$ cat src/source/bus_config.svh
`ifndef BUS_CONFIG_SVH
`define BUS_CONFIG_SVH

// Requester side of the bus
`define BC_NUM_MASTERS   8
`define BC_MASTER_IDX_W  3

`define BC_ADDR_W        32

// Target side of the bus, one enable bit per region
`define BC_NUM_TARGETS   5

// RAM is 8M x 16 bits
`define BC_RAM_LOW       32'h0000_0000
`define BC_RAM_HIGH      32'h007F_FFFF
`define BC_RAM_ID        0

// ROM is 8M x 16 bits
`define BC_ROM_LOW       32'h0080_0000
`define BC_ROM_HIGH      32'h00FF_FFFF
`define BC_ROM_ID        1

// The three peripherals get 16 x 16 bits each
`define BC_VGA_LOW       32'h0100_0000
`define BC_VGA_HIGH      32'h0100_000F
`define BC_VGA_ID        2

`define BC_PS2_LOW       32'h0100_0010
`define BC_PS2_HIGH      32'h0100_001F
`define BC_PS2_ID        3

`define BC_ACP_LOW       32'h0100_0020
`define BC_ACP_HIGH      32'h0100_002F
`define BC_ACP_ID        4

`endif

$ cat src/source/bus_pkg.sv
`include "bus_config.svh"

package bus_pkg;

    // One bit per requester, used for both req and ack
    typedef logic [`BC_NUM_MASTERS-1:0] master_vec_t;

    // Index of a single requester
    typedef logic [`BC_MASTER_IDX_W-1:0] master_idx_t;

    // Bus address, virtual on the input side and target relative on the output side
    typedef logic [`BC_ADDR_W-1:0] addr_t;

    // One-hot target enable, bit positions are the BC_*_ID values
    typedef logic [`BC_NUM_TARGETS-1:0] target_vec_t;

    // Arbiter states
    // ARB_IDLE means nobody owns the bus and a grant may be issued
    // ARB_BUSY means the latched owner keeps the bus until it drops req
    typedef enum logic {
        ARB_IDLE = 1'b0,
        ARB_BUSY = 1'b1
    } arb_state_e;

endpackage

$ cat src/source/addr_decoder.sv
`timescale 1ns/1ps
`include "bus_config.svh"

module addr_decoder (
    input  bus_pkg::master_vec_t ack,
    input  bus_pkg::addr_t       virtual_addr,
    output bus_pkg::target_vec_t device_en,
    output bus_pkg::addr_t       phys_addr,
    output logic                 addr_error
);

    localparam int tgt_idx_w = $clog2(`BC_NUM_TARGETS);

    // Region map indexed by target id
    localparam bus_pkg::addr_t region_low [`BC_NUM_TARGETS] = '{
        `BC_RAM_ID: `BC_RAM_LOW,
        `BC_ROM_ID: `BC_ROM_LOW,
        `BC_VGA_ID: `BC_VGA_LOW,
        `BC_PS2_ID: `BC_PS2_LOW,
        `BC_ACP_ID: `BC_ACP_LOW
    };

    localparam bus_pkg::addr_t region_high [`BC_NUM_TARGETS] = '{
        `BC_RAM_ID: `BC_RAM_HIGH,
        `BC_ROM_ID: `BC_ROM_HIGH,
        `BC_VGA_ID: `BC_VGA_HIGH,
        `BC_PS2_ID: `BC_PS2_HIGH,
        `BC_ACP_ID: `BC_ACP_HIGH
    };

    // Search order for overlapping regions, first entry wins
    localparam int unsigned precedence [`BC_NUM_TARGETS] = '{
        `BC_ROM_ID,
        `BC_RAM_ID,
        `BC_VGA_ID,
        `BC_PS2_ID,
        `BC_ACP_ID
    };

    logic                 granted;
    bus_pkg::target_vec_t region_hit;
    logic                 region_any;
    logic [tgt_idx_w-1:0] sel_id;

    // Any ack bit means some requester drives the address
    assign granted = |ack;

    // Inclusive range compare, one per region
    for (genvar g = 0; g < `BC_NUM_TARGETS; g++) begin : g_region
        assign region_hit[g] = (virtual_addr >= region_low[g]) &&
                               (virtual_addr <= region_high[g]);
    end

    assign region_any = |region_hit;

    // Walk the precedence list backwards so the earliest listed hit is kept
    always_comb begin
        sel_id = '0;
        for (int k = `BC_NUM_TARGETS - 1; k >= 0; k--) begin
            if (region_hit[precedence[k]]) begin
                sel_id = tgt_idx_w'(precedence[k]);
            end
        end
    end

    // Outputs stay quiet unless the bus is granted
    // An unmapped address while granted raises addr_error and enables nothing
    always_comb begin
        device_en  = '0;
        phys_addr  = '0;
        addr_error = 1'b0;
        if (granted) begin
            if (region_any) begin
                device_en = bus_pkg::target_vec_t'(1) << sel_id;
                phys_addr = virtual_addr - region_low[sel_id];
            end else begin
                addr_error = 1'b1;
            end
        end
    end

    // A single target at most, and never one together with an address error
    a_decode_exclusive: assert final ($onehot0(device_en) &&
                                      !(addr_error && (device_en != '0)))
        else $error("addr_decoder: device_en 0x%0h with addr_error %0b",
                    device_en, addr_error);

endmodule

$ cat src/source/bus_arbiter.sv
`timescale 1ns/1ps
`include "bus_config.svh"

module bus_arbiter (
    input  logic                 clk,
    input  logic                 rst_n,
    input  bus_pkg::master_vec_t req,
    output bus_pkg::master_vec_t ack
);

    bus_pkg::arb_state_e  state;
    bus_pkg::master_idx_t owner;
    bus_pkg::master_idx_t req_idx;
    logic                 req_any;

    // Fixed priority search, the lowest set request bit wins
    // Scanning from the top down lets the last hit be the lowest index
    always_comb begin
        req_any = |req;
        req_idx = '0;
        for (int i = `BC_NUM_MASTERS - 1; i >= 0; i--) begin
            if (req[i]) begin
                req_idx = bus_pkg::master_idx_t'(i);
            end
        end
    end

    // Grant FSM
    // A grant is issued on the edge that samples a request in ARB_IDLE, so ack
    // is high one cycle after req. The owner then holds the bus until its own
    // req is sampled low, whatever the other requesters do meanwhile
    always_ff @(posedge clk or negedge rst_n) begin
        if (!rst_n) begin
            state <= bus_pkg::ARB_IDLE;
            owner <= '0;
            ack   <= '0;
        end else begin
            case (state)
                bus_pkg::ARB_IDLE: begin
                    if (req_any) begin
                        owner <= req_idx;
                        ack   <= bus_pkg::master_vec_t'(1) << req_idx;
                        state <= bus_pkg::ARB_BUSY;
                    end
                end
                bus_pkg::ARB_BUSY: begin
                    // Release takes the bus back to idle for at least one cycle
                    if (!req[owner]) begin
                        ack   <= '0;
                        state <= bus_pkg::ARB_IDLE;
                    end
                end
                default: begin
                    ack   <= '0;
                    state <= bus_pkg::ARB_IDLE;
                end
            endcase
        end
    end

    // At most one requester owns the bus at any time
    property p_ack_onehot0;
        @(posedge clk) disable iff (!rst_n)
        $onehot0(ack);
    endproperty

    a_ack_onehot0: assert property (p_ack_onehot0)
        else $error("bus_arbiter: ack 0x%0h is not zero or one-hot", ack);

    // The latched owner and the ack register must agree while the bus is held
    property p_busy_owner_acked;
        @(posedge clk) disable iff (!rst_n)
        (state == bus_pkg::ARB_BUSY) |-> ack[owner];
    endproperty

    a_busy_owner_acked: assert property (p_busy_owner_acked)
        else $error("bus_arbiter: busy but ack bit %0d of owner is low", owner);

    // A newly raised ack bit must come from a request seen at the previous edge
    property p_ack_needs_req;
        @(posedge clk) disable iff (!rst_n)
        (ack & ~$past(ack) & ~$past(req)) == '0;
    endproperty

    a_ack_needs_req: assert property (p_ack_needs_req)
        else $error("bus_arbiter: ack 0x%0h rose without a sampled request", ack);

endmodule

$ cat src/source/bus_controller.sv
`timescale 1ns/1ps

module bus_controller (
    input  logic                 clk,
    input  logic                 rst_n,
    input  bus_pkg::master_vec_t req,
    input  bus_pkg::addr_t       virtual_addr,
    output bus_pkg::master_vec_t ack,
    output bus_pkg::target_vec_t device_en,
    output bus_pkg::addr_t       phys_addr,
    output logic                 addr_error
);

    // Registered grant, shared by the output port and the decoder
    bus_pkg::master_vec_t ack_int;

    assign ack = ack_int;

    // Picks the bus owner and holds it until the owner drops its request
    bus_arbiter u_arbiter (
        .clk   (clk),
        .rst_n (rst_n),
        .req   (req),
        .ack   (ack_int)
    );

    // Maps the owner's address onto a target while the bus is granted
    // Its outputs follow ack in the same cycle
    addr_decoder u_decoder (
        .ack          (ack_int),
        .virtual_addr (virtual_addr),
        .device_en    (device_en),
        .phys_addr    (phys_addr),
        .addr_error   (addr_error)
    );

endmodule

$ cat config.mk
export PLATFORM = sky130hd
export DESIGN_NAME = bus_controller
export DESIGN_NICKNAME = d
export VERILOG_FILES = /design/src/source/bus_pkg.sv /design/src/source/addr_decoder.sv /design/src/source/bus_arbiter.sv /design/src/source/bus_controller.sv
export VERILOG_INCLUDE_DIRS = /design/src /design/src/source
export SDC_FILE = /design/constraint.sdc
export NUM_CORES = 1
export LEC_CHECK = 0
export ABC_AREA = 1
export BUFFER_PORTS_ARGS = -buffer_cell sky130_fd_sc_hd__buf_2
export CAP_MARGIN = 20
export CORE_MARGIN = 4
export CORE_UTILIZATION = 49
export CTS_CLUSTER_SIZE = 20
export DETAILED_ROUTE_END_ITERATION = 12
export PLACE_DENSITY = 0.91
export SLEW_MARGIN = 30
export SYNTH_ARGS = -nofsm -noshare
export SYNTH_HDL_FRONTEND = slang
export SYNTH_HIERARCHICAL = 1
export SYNTH_SLANG_ARGS = --single-unit
$ cat constraint.sdc
create_clock -name clk -period 6.1 [get_ports clk]
set_input_delay 1.525 -clock clk [delete_from_list [all_inputs] [get_ports clk]]
set_output_delay 1.525 -clock clk [all_outputs]
set_load 0.02 [all_outputs]
==> run summary, run 1 <==
The number of core rows was 21. The number of antenna violations at the first check in global routing is 0. The max-slew violation count was 0; the total power draw was 0.000389 W. For the via count of the first global-routing pass, the log shows 2044. TritonCTS built the clock tree.

The run gives 0.527 as the effective utilization at floorplan. The total inserted antenna cells came out at 0. The logs give 0 for the DRC violations left and 2320 for the detailed-route via count. The detailed route wirelength on metal2 came out at 2580 µm. The fraction of synthesized cell area taken by the top area cell type came out at 0.188. The total overflow left after global routing is 0.

Cell internal power was estimated by the tool at 0.000216 W. The run gives 0 as the post-CTS setup repair buffer count. The tools report the pin count of the biggest net entering global routing as 35.

The class of the most critical setup path is input pin to output port. The tools report the number of nets in the layout as 468. For the worst setup path, the data required time is 4.58 ns. Summed over all cells, the static leakage comes to 1.36 nW. The H-tree depth is 1, and the worst slack at placement is 0.661 ns. Final sum of negative setup slack: 0 ns. The maximum ir drop on the vdd rail was 212 µV.

The detailed router's first-iteration violation count was 160. Cell taking the most area after synthesis: sky130_fd_sc_hd__nand2_1. The worst slew margin relative to its limit was 0.760.

The number of gates resized after CTS was 0. The count of synthesis-stage warnings from yosys came out at 6. In the post-route analysis, the smallest setup slack over all paths is 0.658 ns. The number of cells in the design after placement is 462, and the reported max-cap violation count is 0.

The mean cell area of the mapped netlist was 5.46 µm². Clock tree synthesis selected as its root buffer the cell sky130_fd_sc_hd__clkbuf_8. The time the final worst path needs with I/O delays and setup is 5.44 ns, and the clock net sink count is 12.

The portion of the clock cycle consumed by the worst path in the final layout is 0.892, and the post-synthesis cell area is 1810 µm². Clock-pin slew was measured on the worst setup and hold paths at 0.05 ns. The core region is 3440 µm². The run finished with clean final reports. For the proportion of synthesized chip area in sequential cells, the log shows 0.166. For the total routing usage reported by global routing, the log shows 0.220. After synthesis, the cell types taking the most area are sky130_fd_sc_hd__nand2_1 (19%), sky130_fd_sc_hd__nor2_1 (18%), sky130_fd_sc_hd__dfrtp_1 (17%). The dominant synthesized flop cell is sky130_fd_sc_hd__dfrtp_1. Buffers placed on the I/O ports in this run total 87. The cts-stage hold buffer count is 0.

The growth of design area from synthesis to finish was 28.6%. The detailed route wirelength on metal3 was 471 µm. After technology mapping, the gate count stands at 332. The library cell used most frequently in the layout, excluding fill and tap cells, is sky130_fd_sc_hd__nand2_1. For this run, the top clock speed supported by timing is 184 MHz. The path class of the tightest hold or removal check is flip-flop to flip-flop.

The worst setup path is launched from an input pin. At the worst endpoint, the arrival time is 3.92 ns. The clock tree skew after final layout was 0.00347 ns.

The count of endpoints failing setup in the final report was 0; the total detailed-routing wirelength was 5230 µm. Final weighted congestion in routability-driven placement: 0.907. The tools report the net switching power figure as 0.000173 W. The async set or reset register ratio after synthesis is 1.00, and the die outline height is 68.8 µm.

The width of the die came out at 68.8 µm. The fraction of layout instances using a drive strength above 1 is 0.279. Synthesis inferred 12 register bits. The wire length of the first global-routing pass is 8180 µm. For this block, wires on met1 add up to 2120 µm. Power per unit of standard cell area: 167 nW/µm².

The run gives 88 as the number of primary I/O pins. The number of buffers added by the clock tree synthesis step came out at 3. The post-route antenna net violation count came out at 0. The highest layer used for signal routing was met4. The HPWL after detailed placement is 4470 µm. The switching fraction of total power is 0.446, and the count of different cell masters after synthesis is 28. The actual transition at the worst max-transition pin was 0.361 ns; the average routed wire per standard cell was 11.2 µm. The longest clock path from root to sink contains 2 buffers. The library cells used most frequently in the layout, excluding fill and tap cells, are sky130_fd_sc_hd__nand2_1 (91), sky130_fd_sc_hd__buf_2 (87), sky130_fd_sc_hd__nor2_1 (86).

Final hold violation count: 0. The die outline area was 4740 µm². Post-layout instance count excluding filler cells: 466. In this run, synthesis inferred 0 flip-flops with an integrated enable. Along the worst path, the maximum fanout reaches 5.

The first-pass iteration count of the detailed router is 5. For the combinational cell fraction of total power, the log shows 0.479. For the worst-skew pair, the clock arrives at the later sink with an insertion delay of 0.24 ns.

Setup repair after global routing left no endpoint under its margin. When the netlist entered floorplanning its net count stood at 379. The share of total power in the clock network came out at 0.223. The tools report the sequential group share of total power as 0.298.

The critical path endpoint category is an output port. Dividing the detail-routed via count by the number of cells gives 4.98.
## metrics by stage
stage,area (µm²),hold slack [ns],utilization
5_1_grt,2330,0.535,0.677
3_3_place_gp,2280,0.479,0.661
6_report,2330,0.498,0.677
3_5_place_dp,2280,0.486,0.661
4_1_cts,2330,0.498,0.677
2_1_floorplan,1810,0.486,-
## cells in the mapped netlist, types with 2 or more instances
cell type and n:
sky130_fd_sc_hd__o21ai_0 2, sky130_fd_sc_hd__dfrtp_1 12, sky130_fd_sc_hd__nand2_2 4, sky130_fd_sc_hd__a21oi_1 7, sky130_fd_sc_hd__xor2_1 15, sky130_fd_sc_hd__nand2_1 91, sky130_fd_sc_hd__buf_6 2, sky130_fd_sc_hd__o21ai_1 2
sky130_fd_sc_hd__nand4_1 5, sky130_fd_sc_hd__ha_1 4, sky130_fd_sc_hd__nand3_2 2, sky130_fd_sc_hd__nand3b_1 2, sky130_fd_sc_hd__inv_2 4, sky130_fd_sc_hd__nor3_1 4, sky130_fd_sc_hd__inv_1 42, sky130_fd_sc_hd__nand3_1 27
sky130_fd_sc_hd__nor2_2 11, sky130_fd_sc_hd__nor2_1 86
## logic make-up after synthesis
family,Yosys count,share of synthesized area
flip-flops,12,0.166
adder cells (fa/ha/maj),5,0.0386
buffers and inverters,50,0.114
XOR/XNOR,16,0.0773
AND/OR/NAND/NOR,236,0.566
AO/OA/AOI/OAI,13,0.0386
## state kept, by name, indices dropped and copies added (netlist names)
signal           cells
u_arbiter/ack        8
u_arbiter/state      1
u_arbiter/owner      3
## routing by layer
metal	up-vias	GRT usage
met5	-	0
met4	0	0.0511
met3	9	0.0389
met2	99	0.402
met1	1019	0.266
li1	1193	-
## final cells by class
| class | count | area (µm²) |
|---|---|---|
| multi-input cells | 270 | 1310 |
| fillers | 314 | 1110 |
| repair buffers | 87 | 435 |
| flip-flops and latches | 12 | 300 |
| inverters | 47 | 176 |
| well taps | 46 | 57.6 |
| clock buffers | 4 | 55.1 |
## power groups by stage
| stage | Combinational [W] | Sequential (W) | Clock, W |
|---|---|---|---|
| 5_1_grt | 0.000208 | 0.000117 | 0.0000907 |
| 3_3_place_gp | 0.000179 | 0.000116 | 0 |
| 3_5_place_dp | 0.000184 | 0.000116 | 0 |
| 6_report | 0.000186 | 0.000116 | 0.0000868 |
| 2_1_floorplan | 0.000117 | 0.000122 | 0 |
| 4_1_cts | 0.000185 | 0.000115 | 0.0000884 |
## worst max-delay path: stages
cell and delay (ns):
sky130_fd_sc_hd__buf_2 0.12, sky130_fd_sc_hd__nor2_1 0.16, sky130_fd_sc_hd__nand2_1 0.13, sky130_fd_sc_hd__nor2_2 0.11
sky130_fd_sc_hd__nor2_1 0.07, sky130_fd_sc_hd__nor2_4 0.15, sky130_fd_sc_hd__nand2_1 0.07, sky130_fd_sc_hd__nand3_1 0.08
sky130_fd_sc_hd__inv_1 0.05, sky130_fd_sc_hd__ha_1 0.19, sky130_fd_sc_hd__fa_1 0.43, sky130_fd_sc_hd__nand2_1 0.16
sky130_fd_sc_hd__nor2_1 0.10, sky130_fd_sc_hd__nand2_1 0.11, sky130_fd_sc_hd__nand2_1 0.07, sky130_fd_sc_hd__nand2_1 0.06
sky130_fd_sc_hd__nand2_1 0.04, sky130_fd_sc_hd__a21oi_1 0.10, sky130_fd_sc_hd__buf_2 0.19
## final timing paths
kind	startpoint	endpoint	slack [ns]	depth (start not counted)
max	virtual_addr[16]	phys_addr[24]	0.66	19
min	u_arbiter/ack[2]	u_arbiter/ack[2]	0.50	2
max reg2reg	u_arbiter/owner[0]	u_arbiter/ack[0]	4.89	8
min reg2reg	u_arbiter/ack[2]	u_arbiter/ack[2]	0.50	2
max in group asynchronous	rst_n	u_arbiter/owner[2]	4.74	1
min in group asynchronous	rst_n	u_arbiter/ack[6]	1.14	1
No activity file was read; power rests on OpenSTA's default activity.
==> run 2: changes to the inputs <==
Settings changed: BUFFER_PORTS_ARGS -buffer_cell sky130_fd_sc_hd__buf_2 to -buffer_cell sky130_fd_sc_hd__buf_4.
==> run 2 against run 1 <==
Clock-buffer cell count unchanged. Sequential power about the same. Highest routed layer unchanged. Via count up 1.2%. Final cell count unchanged. Clock skew down 0.0025 ns. Hold slack better by 0.013 ns. Core utilization up 6.3 points. Critical endpoint unchanged. Combinational power up 9.7%.
==> run summary, run 2 (synthesis gave the netlist of run 1 again) <==
The flow ran to the end, and the final reports show no timing, DRC or antenna violations. The detailed-placement wirelength estimate is 4730 µm, and the pin count of the biggest net entering global routing is 35. The tools report the area used by sequential logic in the layout as 300 µm².

The clock root buffer is sky130_fd_sc_hd__clkbuf_8. The tools report the clock tree skew after final layout as 0.000942 ns. Total power draw: 0.000406 W. The register with the most flip-flops in the layout has 8 of them. The power per unit of standard cell area came out at 159 nW/µm². Final hold violation count: 0. TritonCTS built the clock tree. The growth of design area from synthesis to finish was 40.6%; the maximum clock path buffer count was 2. In the final timing run, aggregate negative setup slack is 0 ns.

Number of input and output port buffers inserted: 87. For this run the aggregate overflow at the end of global routing stands at 0. The DRC violations left was 0; the core outline area was 3440 µm². After clock tree synthesis, the repair step resized 0 gates. After detailed routing, the average wire length per cell comes to 12.0 µm.

The die outline height was 68.8 µm. The total routing usage reported by global routing was 0.239. The clock network latency to the later pin of the worst-skew pair is 0.24 ns.

The number of fill cells came out at 311. The fraction of layout instances using a drive strength above 1 was 0.279. In the layout the commonest cells are sky130_fd_sc_hd__nand2_1 (91), sky130_fd_sc_hd__buf_4 (87), sky130_fd_sc_hd__nor2_1 (86).

The clock period could shrink to 5.56 ns. The die covers 4740 µm². For the total detailed-routing wirelength, the log shows 5590 µm. For the worst setup path, the data required time is 4.58 ns. The width of the die is 68.8 µm, and the post-route antenna net violation count is 0. The max-slew violation count was 0; the effective utilization at floorplan was 0.527. Counting the buffers created by CTS gives 3.

The number of antenna violations at the first check in global routing was 0. The detailed router finished its first iteration with 150 violations. For the pin with the worst max-slew slack, the measured transition is 0.375 ns. The first-pass iteration count of the detailed router is 5. Leaving out fill and tap cells, the most frequent cell in the layout is sky130_fd_sc_hd__nand2_1.

Wire length of the first global-routing pass: 8920 µm. The via count of the first global-routing pass was 2173; the multi-input gate area in the final layout was 1310 µm². The congestion estimate from routability-driven global placement came to 0.913. The analysis attributes to cell leakage a power of 1.39 nW. For the maximum ir drop on the vdd rail, the log shows 195 µV. Setup repair after global routing left no endpoint under its margin.

Counting flops per register, the top entry is u_arbiter/ack. Derived from the worst setup path, the maximum achievable clock frequency is 180 MHz. For the worst setup path, the data arrival time is 4.03 ns.

The largest registers in the layout are u_arbiter/ack (8), u_arbiter/owner (3), u_arbiter/state (1). The worst hold path class was flip-flop to flip-flop. Final hold analysis gives a worst-case slack of 0.511 ns. Across the run, the number of max-cap violations was 0. For the H-tree depth, the log shows 1. In the final design database the tool counted 468 nets. After clock tree synthesis, the setup repair step added 0 buffers.

STA classifies the critical path startpoint as an input pin. The final route contains 2348 vias. For this design the top-level I/O count stands at 88. Using the TritonRoute via totals, the vias-per-cell ratio works out to 5.04. The class of the most critical setup path was input pin to output port. Of all nets on the critical path, the largest fanout is 4.

The number of antenna diodes in the final layout is 0. The clock net in this run drives a total of 12 sinks. The number of core rows came out at 21. The critical path endpoint category is an output port. Count of endpoints failing setup in the final report: 0. The run gives 0.750 as the worst slew margin relative to its limit. Portion of the clock cycle consumed by the worst path in the final layout: 0.911.

Buffers inserted to repair hold after CTS numbered 0. The clock-pin transition on the worst setup and hold timing paths was 0.05 ns.
-- run 2: changes by cell type in the layout (fill, tap and decap cells not counted) --
cell | before | now
sky130_fd_sc_hd__buf_2 | 87 | 0
sky130_fd_sc_hd__buf_4 | 0 | 87
-- run 2: layer usage --
metal / up-vias / global-route usage / share of wire
li1: 1196 / - / -
met1: 1047 / 0.298 / 0.41
met2: 93 / 0.442 / 0.51
met3: 12 / 0.0211 / 0.072
met4: 0 / 0.0560 / 0.014
met5: - / 0 / 0
-- run 2: worst max-delay path: stages --
cell	delay (ns)
sky130_fd_sc_hd__buf_4	0.11
sky130_fd_sc_hd__nor2_2	0.14
sky130_fd_sc_hd__nand2_1	0.11
sky130_fd_sc_hd__clkinv_1	0.10
sky130_fd_sc_hd__nand2_1	0.09
sky130_fd_sc_hd__nor2_1	0.18
sky130_fd_sc_hd__nand2_1	0.10
sky130_fd_sc_hd__nand2_1	0.07
sky130_fd_sc_hd__nand3_1	0.09
sky130_fd_sc_hd__inv_1	0.08
sky130_fd_sc_hd__ha_1	0.17
sky130_fd_sc_hd__fa_1	0.26
sky130_fd_sc_hd__nand2_1	0.13
sky130_fd_sc_hd__nor2_1	0.25
sky130_fd_sc_hd__nand2_1	0.14
sky130_fd_sc_hd__nand2_1	0.09
sky130_fd_sc_hd__nand3_1	0.07
sky130_fd_sc_hd__a21oi_1	0.15
sky130_fd_sc_hd__buf_4	0.17
-- run 2: path summary, 6_finish.rpt --
check	startpoint	cells after the start	slack, ns	to
setup / recovery	virtual_addr[28]	19	0.54	phys_addr[24]
hold / removal	u_arbiter/ack[7]	2	0.51	u_arbiter/ack[7]
setup reg to reg	u_arbiter/owner[0]	8	4.91	u_arbiter/ack[6]
hold reg to reg	u_arbiter/ack[7]	2	0.51	u_arbiter/ack[7]
max in group asynchronous	rst_n	1	4.84	u_arbiter/ack[6]
min in group asynchronous	rst_n	1	1.11	u_arbiter/ack[0]
-- run 2: layout make-up --
class / count / share of cell area
Sequential cell: 12 / 0.118
Timing Repair Buffer: 87 / 0.256
Clock buffer: 4 / 0.0216
Tap cell: 46 / 0.0226
Multi-Input combinational cell: 270 / 0.513
Inverter: 47 / 0.0692
-- run 2: report_power, final --
group	switching (W)	internal (W)
Combinational	0.000128	0.0000763
Sequential	0.0000188	0.0000971
Clock	0.0000294	0.0000570
Total	0.000176	0.000230
-- run 2: per-stage QoR --
| stage | utilization | cell area [µm²] | cells | setup slack, ns |
|---|---|---|---|---|
| floorplan | - | 1810 | 332 | 0.922 |
| global placement | 0.724 | 2490 | 462 | 0.594 |
| detailed placement | 0.724 | 2490 | 462 | 0.579 |
| CTS | 0.740 | 2550 | 466 | 0.574 |
| global route | 0.740 | 2550 | 466 | 0.299 |
| finish | 0.740 | 2550 | 466 | 0.544 |
==> run 3: changes to the inputs <==
Settings changed: RECOVER_POWER from default to 100.
==> run 3 against run 2 <==
Sequential power about the same. Fmax down 1.7%. Register-to-register slack worse by 0.15 ns. Non-clock buffer count unchanged. Critical path depth down 1. Clock power about the same. Largest power group unchanged. Highest routed layer unchanged.
==> run summary, run 3 (synthesis gave the netlist of run 1 again) <==
After the last flow step, the layout net total stands at 468. Number of antenna violations at the first check in global routing: 0. The fraction of layout instances using a drive strength above 1 is 0.169, and the final hold slack is 0.512 ns. The logs give 0.687 for the final core area utilization and 2 for the maximum clock path buffer count.

TritonCTS built the clock tree. The startpoint type of the worst setup path is an input pin. Clock root buffer: sky130_fd_sc_hd__clkbuf_8. The highest fanout seen on the critical path was 4.

At the worst endpoint, the required time is 4.58 ns. The routed design could run at a clock period as short as 5.65 ns. Reported max-cap violation count: 0. The number of core rows was 21.

IR analysis of the VDD net gives a maximum drop of 185 µV. Summed over all nets, the half-perimeter wirelength after detailed placement is 4730 µm. The flow ran to the end, and the final reports show no timing, DRC or antenna violations. The number of flip-flops in the largest register came out at 8. The critical path is of the input pin to output port type. The actual transition at the worst max-transition pin works out to 1.22 ns. The library cell used most frequently in the layout, excluding fill and tap cells, is sky130_fd_sc_hd__nand2_1. Final hold violation count: 0. For the H-tree depth, the log shows 1. For the total inserted antenna cells, the log shows 0.

The effective utilization at floorplan is 0.527, and the clock network latency to the later pin of the worst-skew pair is 0.24 ns. The number of primary I/O pins is 88. During placement, the flow inserted port buffers numbering 87. The critical path goes through buf_4 > nor2_1 > nand2_1 > clkinv_1 > nand2_1 > nor2_1 > nand2_1 > nand2_1 > nand3_1 > inv_1 > ha_1 > fa_1 > nand2_1 > nor2_1 > nand2_1 > xor2_1 > nor2_1 > clkbuf_1. After detailed routing, the number of remaining DRC violations is 0. The die is 68.8 µm tall. Based on the critical path, the design can be clocked at up to 177 MHz.

In this run, the number of DRC markers left after iteration 0 of detailed routing was 162. For the worst slew margin relative to its limit, the log shows 0.186. After detailed routing, the total wire length is 5660 µm. The worst hold path class is flip-flop to flip-flop.

In this run, post-CTS repair resized a total of 0 instances. The cts-stage hold buffer count is 0, and the power per unit of standard cell area is 163 nW/µm². The core outline area came out at 3440 µm². The max-slew violation count came out at 0. Worst stage delay on the critical path: 0.28 ns. The leakage power is 1.21 nW, and the total routing usage reported by global routing is 0.239.

Once detail routing completed, the nets flagged for antenna violations numbered 0. Setup violations remaining at the end of the flow were counted as 0. The width of the die works out to 68.8 µm. More flip-flops sit in one register than any other, and that register is u_arbiter/ack.

Entering global routing, the biggest net connects 35 pins. The worst setup path is captured at an output port. After clock tree synthesis, the clock-pin slew on the worst setup and hold paths is 0.05 ns. Across the routed clock network, the largest skew measured is 0.000811 ns.

From synthesis to final layout, the design area changed by 30.4%. In this run, CTS created clock tree buffers numbering 3. The layout has 372 filler cells. The routed layout has 2357 vias. The logs give 0.000386 W for the total power draw and 6 for the first-pass iteration count of the detailed router. The cell at the slowest stage of the critical path is sky130_fd_sc_hd__clkbuf_1. The global-route congestion overflow total is 0, and the wire length of the first global-routing pass is 8920 µm.

The tools report the via count of the first global-routing pass as 2173. The top cell types in the final layout, fill and taps aside, are sky130_fd_sc_hd__nand2_1 (92), sky130_fd_sc_hd__nor2_1 (87), sky130_fd_sc_hd__buf_4 (44). The largest registers in the layout are u_arbiter/ack (8), u_arbiter/owner (3), u_arbiter/state (1). The portion of the clock cycle consumed by the worst path in the final layout works out to 0.927.

The average routed wire per standard cell was 12.1 µm; the die outline area was 4740 µm². The detailed-route vias per instance was 5.06. Setup repair after global routing left no endpoint under its margin. The post-CTS setup repair buffer count is 0. The dominant cell type by count on the critical path was sky130_fd_sc_hd__nand2_1. After routing, the total negative slack on setup checks comes to 0 ns. For the final weighted congestion in routability-driven placement, the log shows 0.913.

The tools report the clock net sink count as 12. Data arrives at the worst endpoint at 4.13 ns.
[run 3: cell types whose count changed in the layout (fill, tap and decap cells not counted), sizes merged]
cell    previous run  this run
clkbuf             4        47
buf               87        44
[run 3: layer usage]
metal / GRT usage / vias to the layer above / share of wire
li1: - / 1200 / -
met1: 0.298 / 1060 / 0.42
met2: 0.442 / 91 / 0.50
met3: 0.0211 / 6 / 0.070
met4: 0.0560 / 0 / 0.0088
met5: 0 / - / 0
[run 3: power breakdown]
group          total (W)  internal [W]  switching [W]
sequential      0.000116     0.0000971      0.0000188
combinational   0.000184     0.0000620       0.000122
clock          0.0000865     0.0000570      0.0000294
[run 3: path summary, 6_finish.rpt]
path	startpoint	to	slack, ns	cells after the start
min reg2reg	u_arbiter/ack[7]	u_arbiter/ack[7]	0.51	2
min in group asynchronous	rst_n	u_arbiter/ack[4]	1.27	1
max	virtual_addr[28]	phys_addr[20]	0.45	18
max in group asynchronous	rst_n	u_arbiter/state	4.42	1
max reg2reg	u_arbiter/owner[0]	u_arbiter/ack[1]	4.76	8
min	u_arbiter/ack[7]	u_arbiter/ack[7]	0.51	2
[run 3: critical path, delay by kind of cell]
| family | cells | cell delay, ns |
|---|---|---|
| buffers and inverters | 4 | 0.57 |
| AND/OR/NAND/NOR | 11 | 1.44 |
| XOR/XNOR | 1 | 0.16 |
| adder cells (fa/ha/maj) | 2 | 0.44 |
[run 3: layout make-up]
class / instances / area [µm²] / share of cell area
repair buffers: 87 / 495 / 0.210
flip-flops and latches: 12 / 300 / 0.127
multi-input cells: 270 / 1280 / 0.541
well taps: 46 / 57.6 / 0.0243
clock buffers: 4 / 55.1 / 0.0233
inverters: 47 / 176 / 0.0746
[run 3: through the flow]
stage | instances | setup slack [ns] | cell area [µm²]
3_3_place_gp | 462 | 0.594 | 2490
3_5_place_dp | 462 | 0.579 | 2490
2_1_floorplan | 332 | 0.922 | 1810
5_1_grt | 466 | 0.191 | 2360
6_report | 466 | 0.446 | 2360
4_1_cts | 466 | 0.574 | 2550
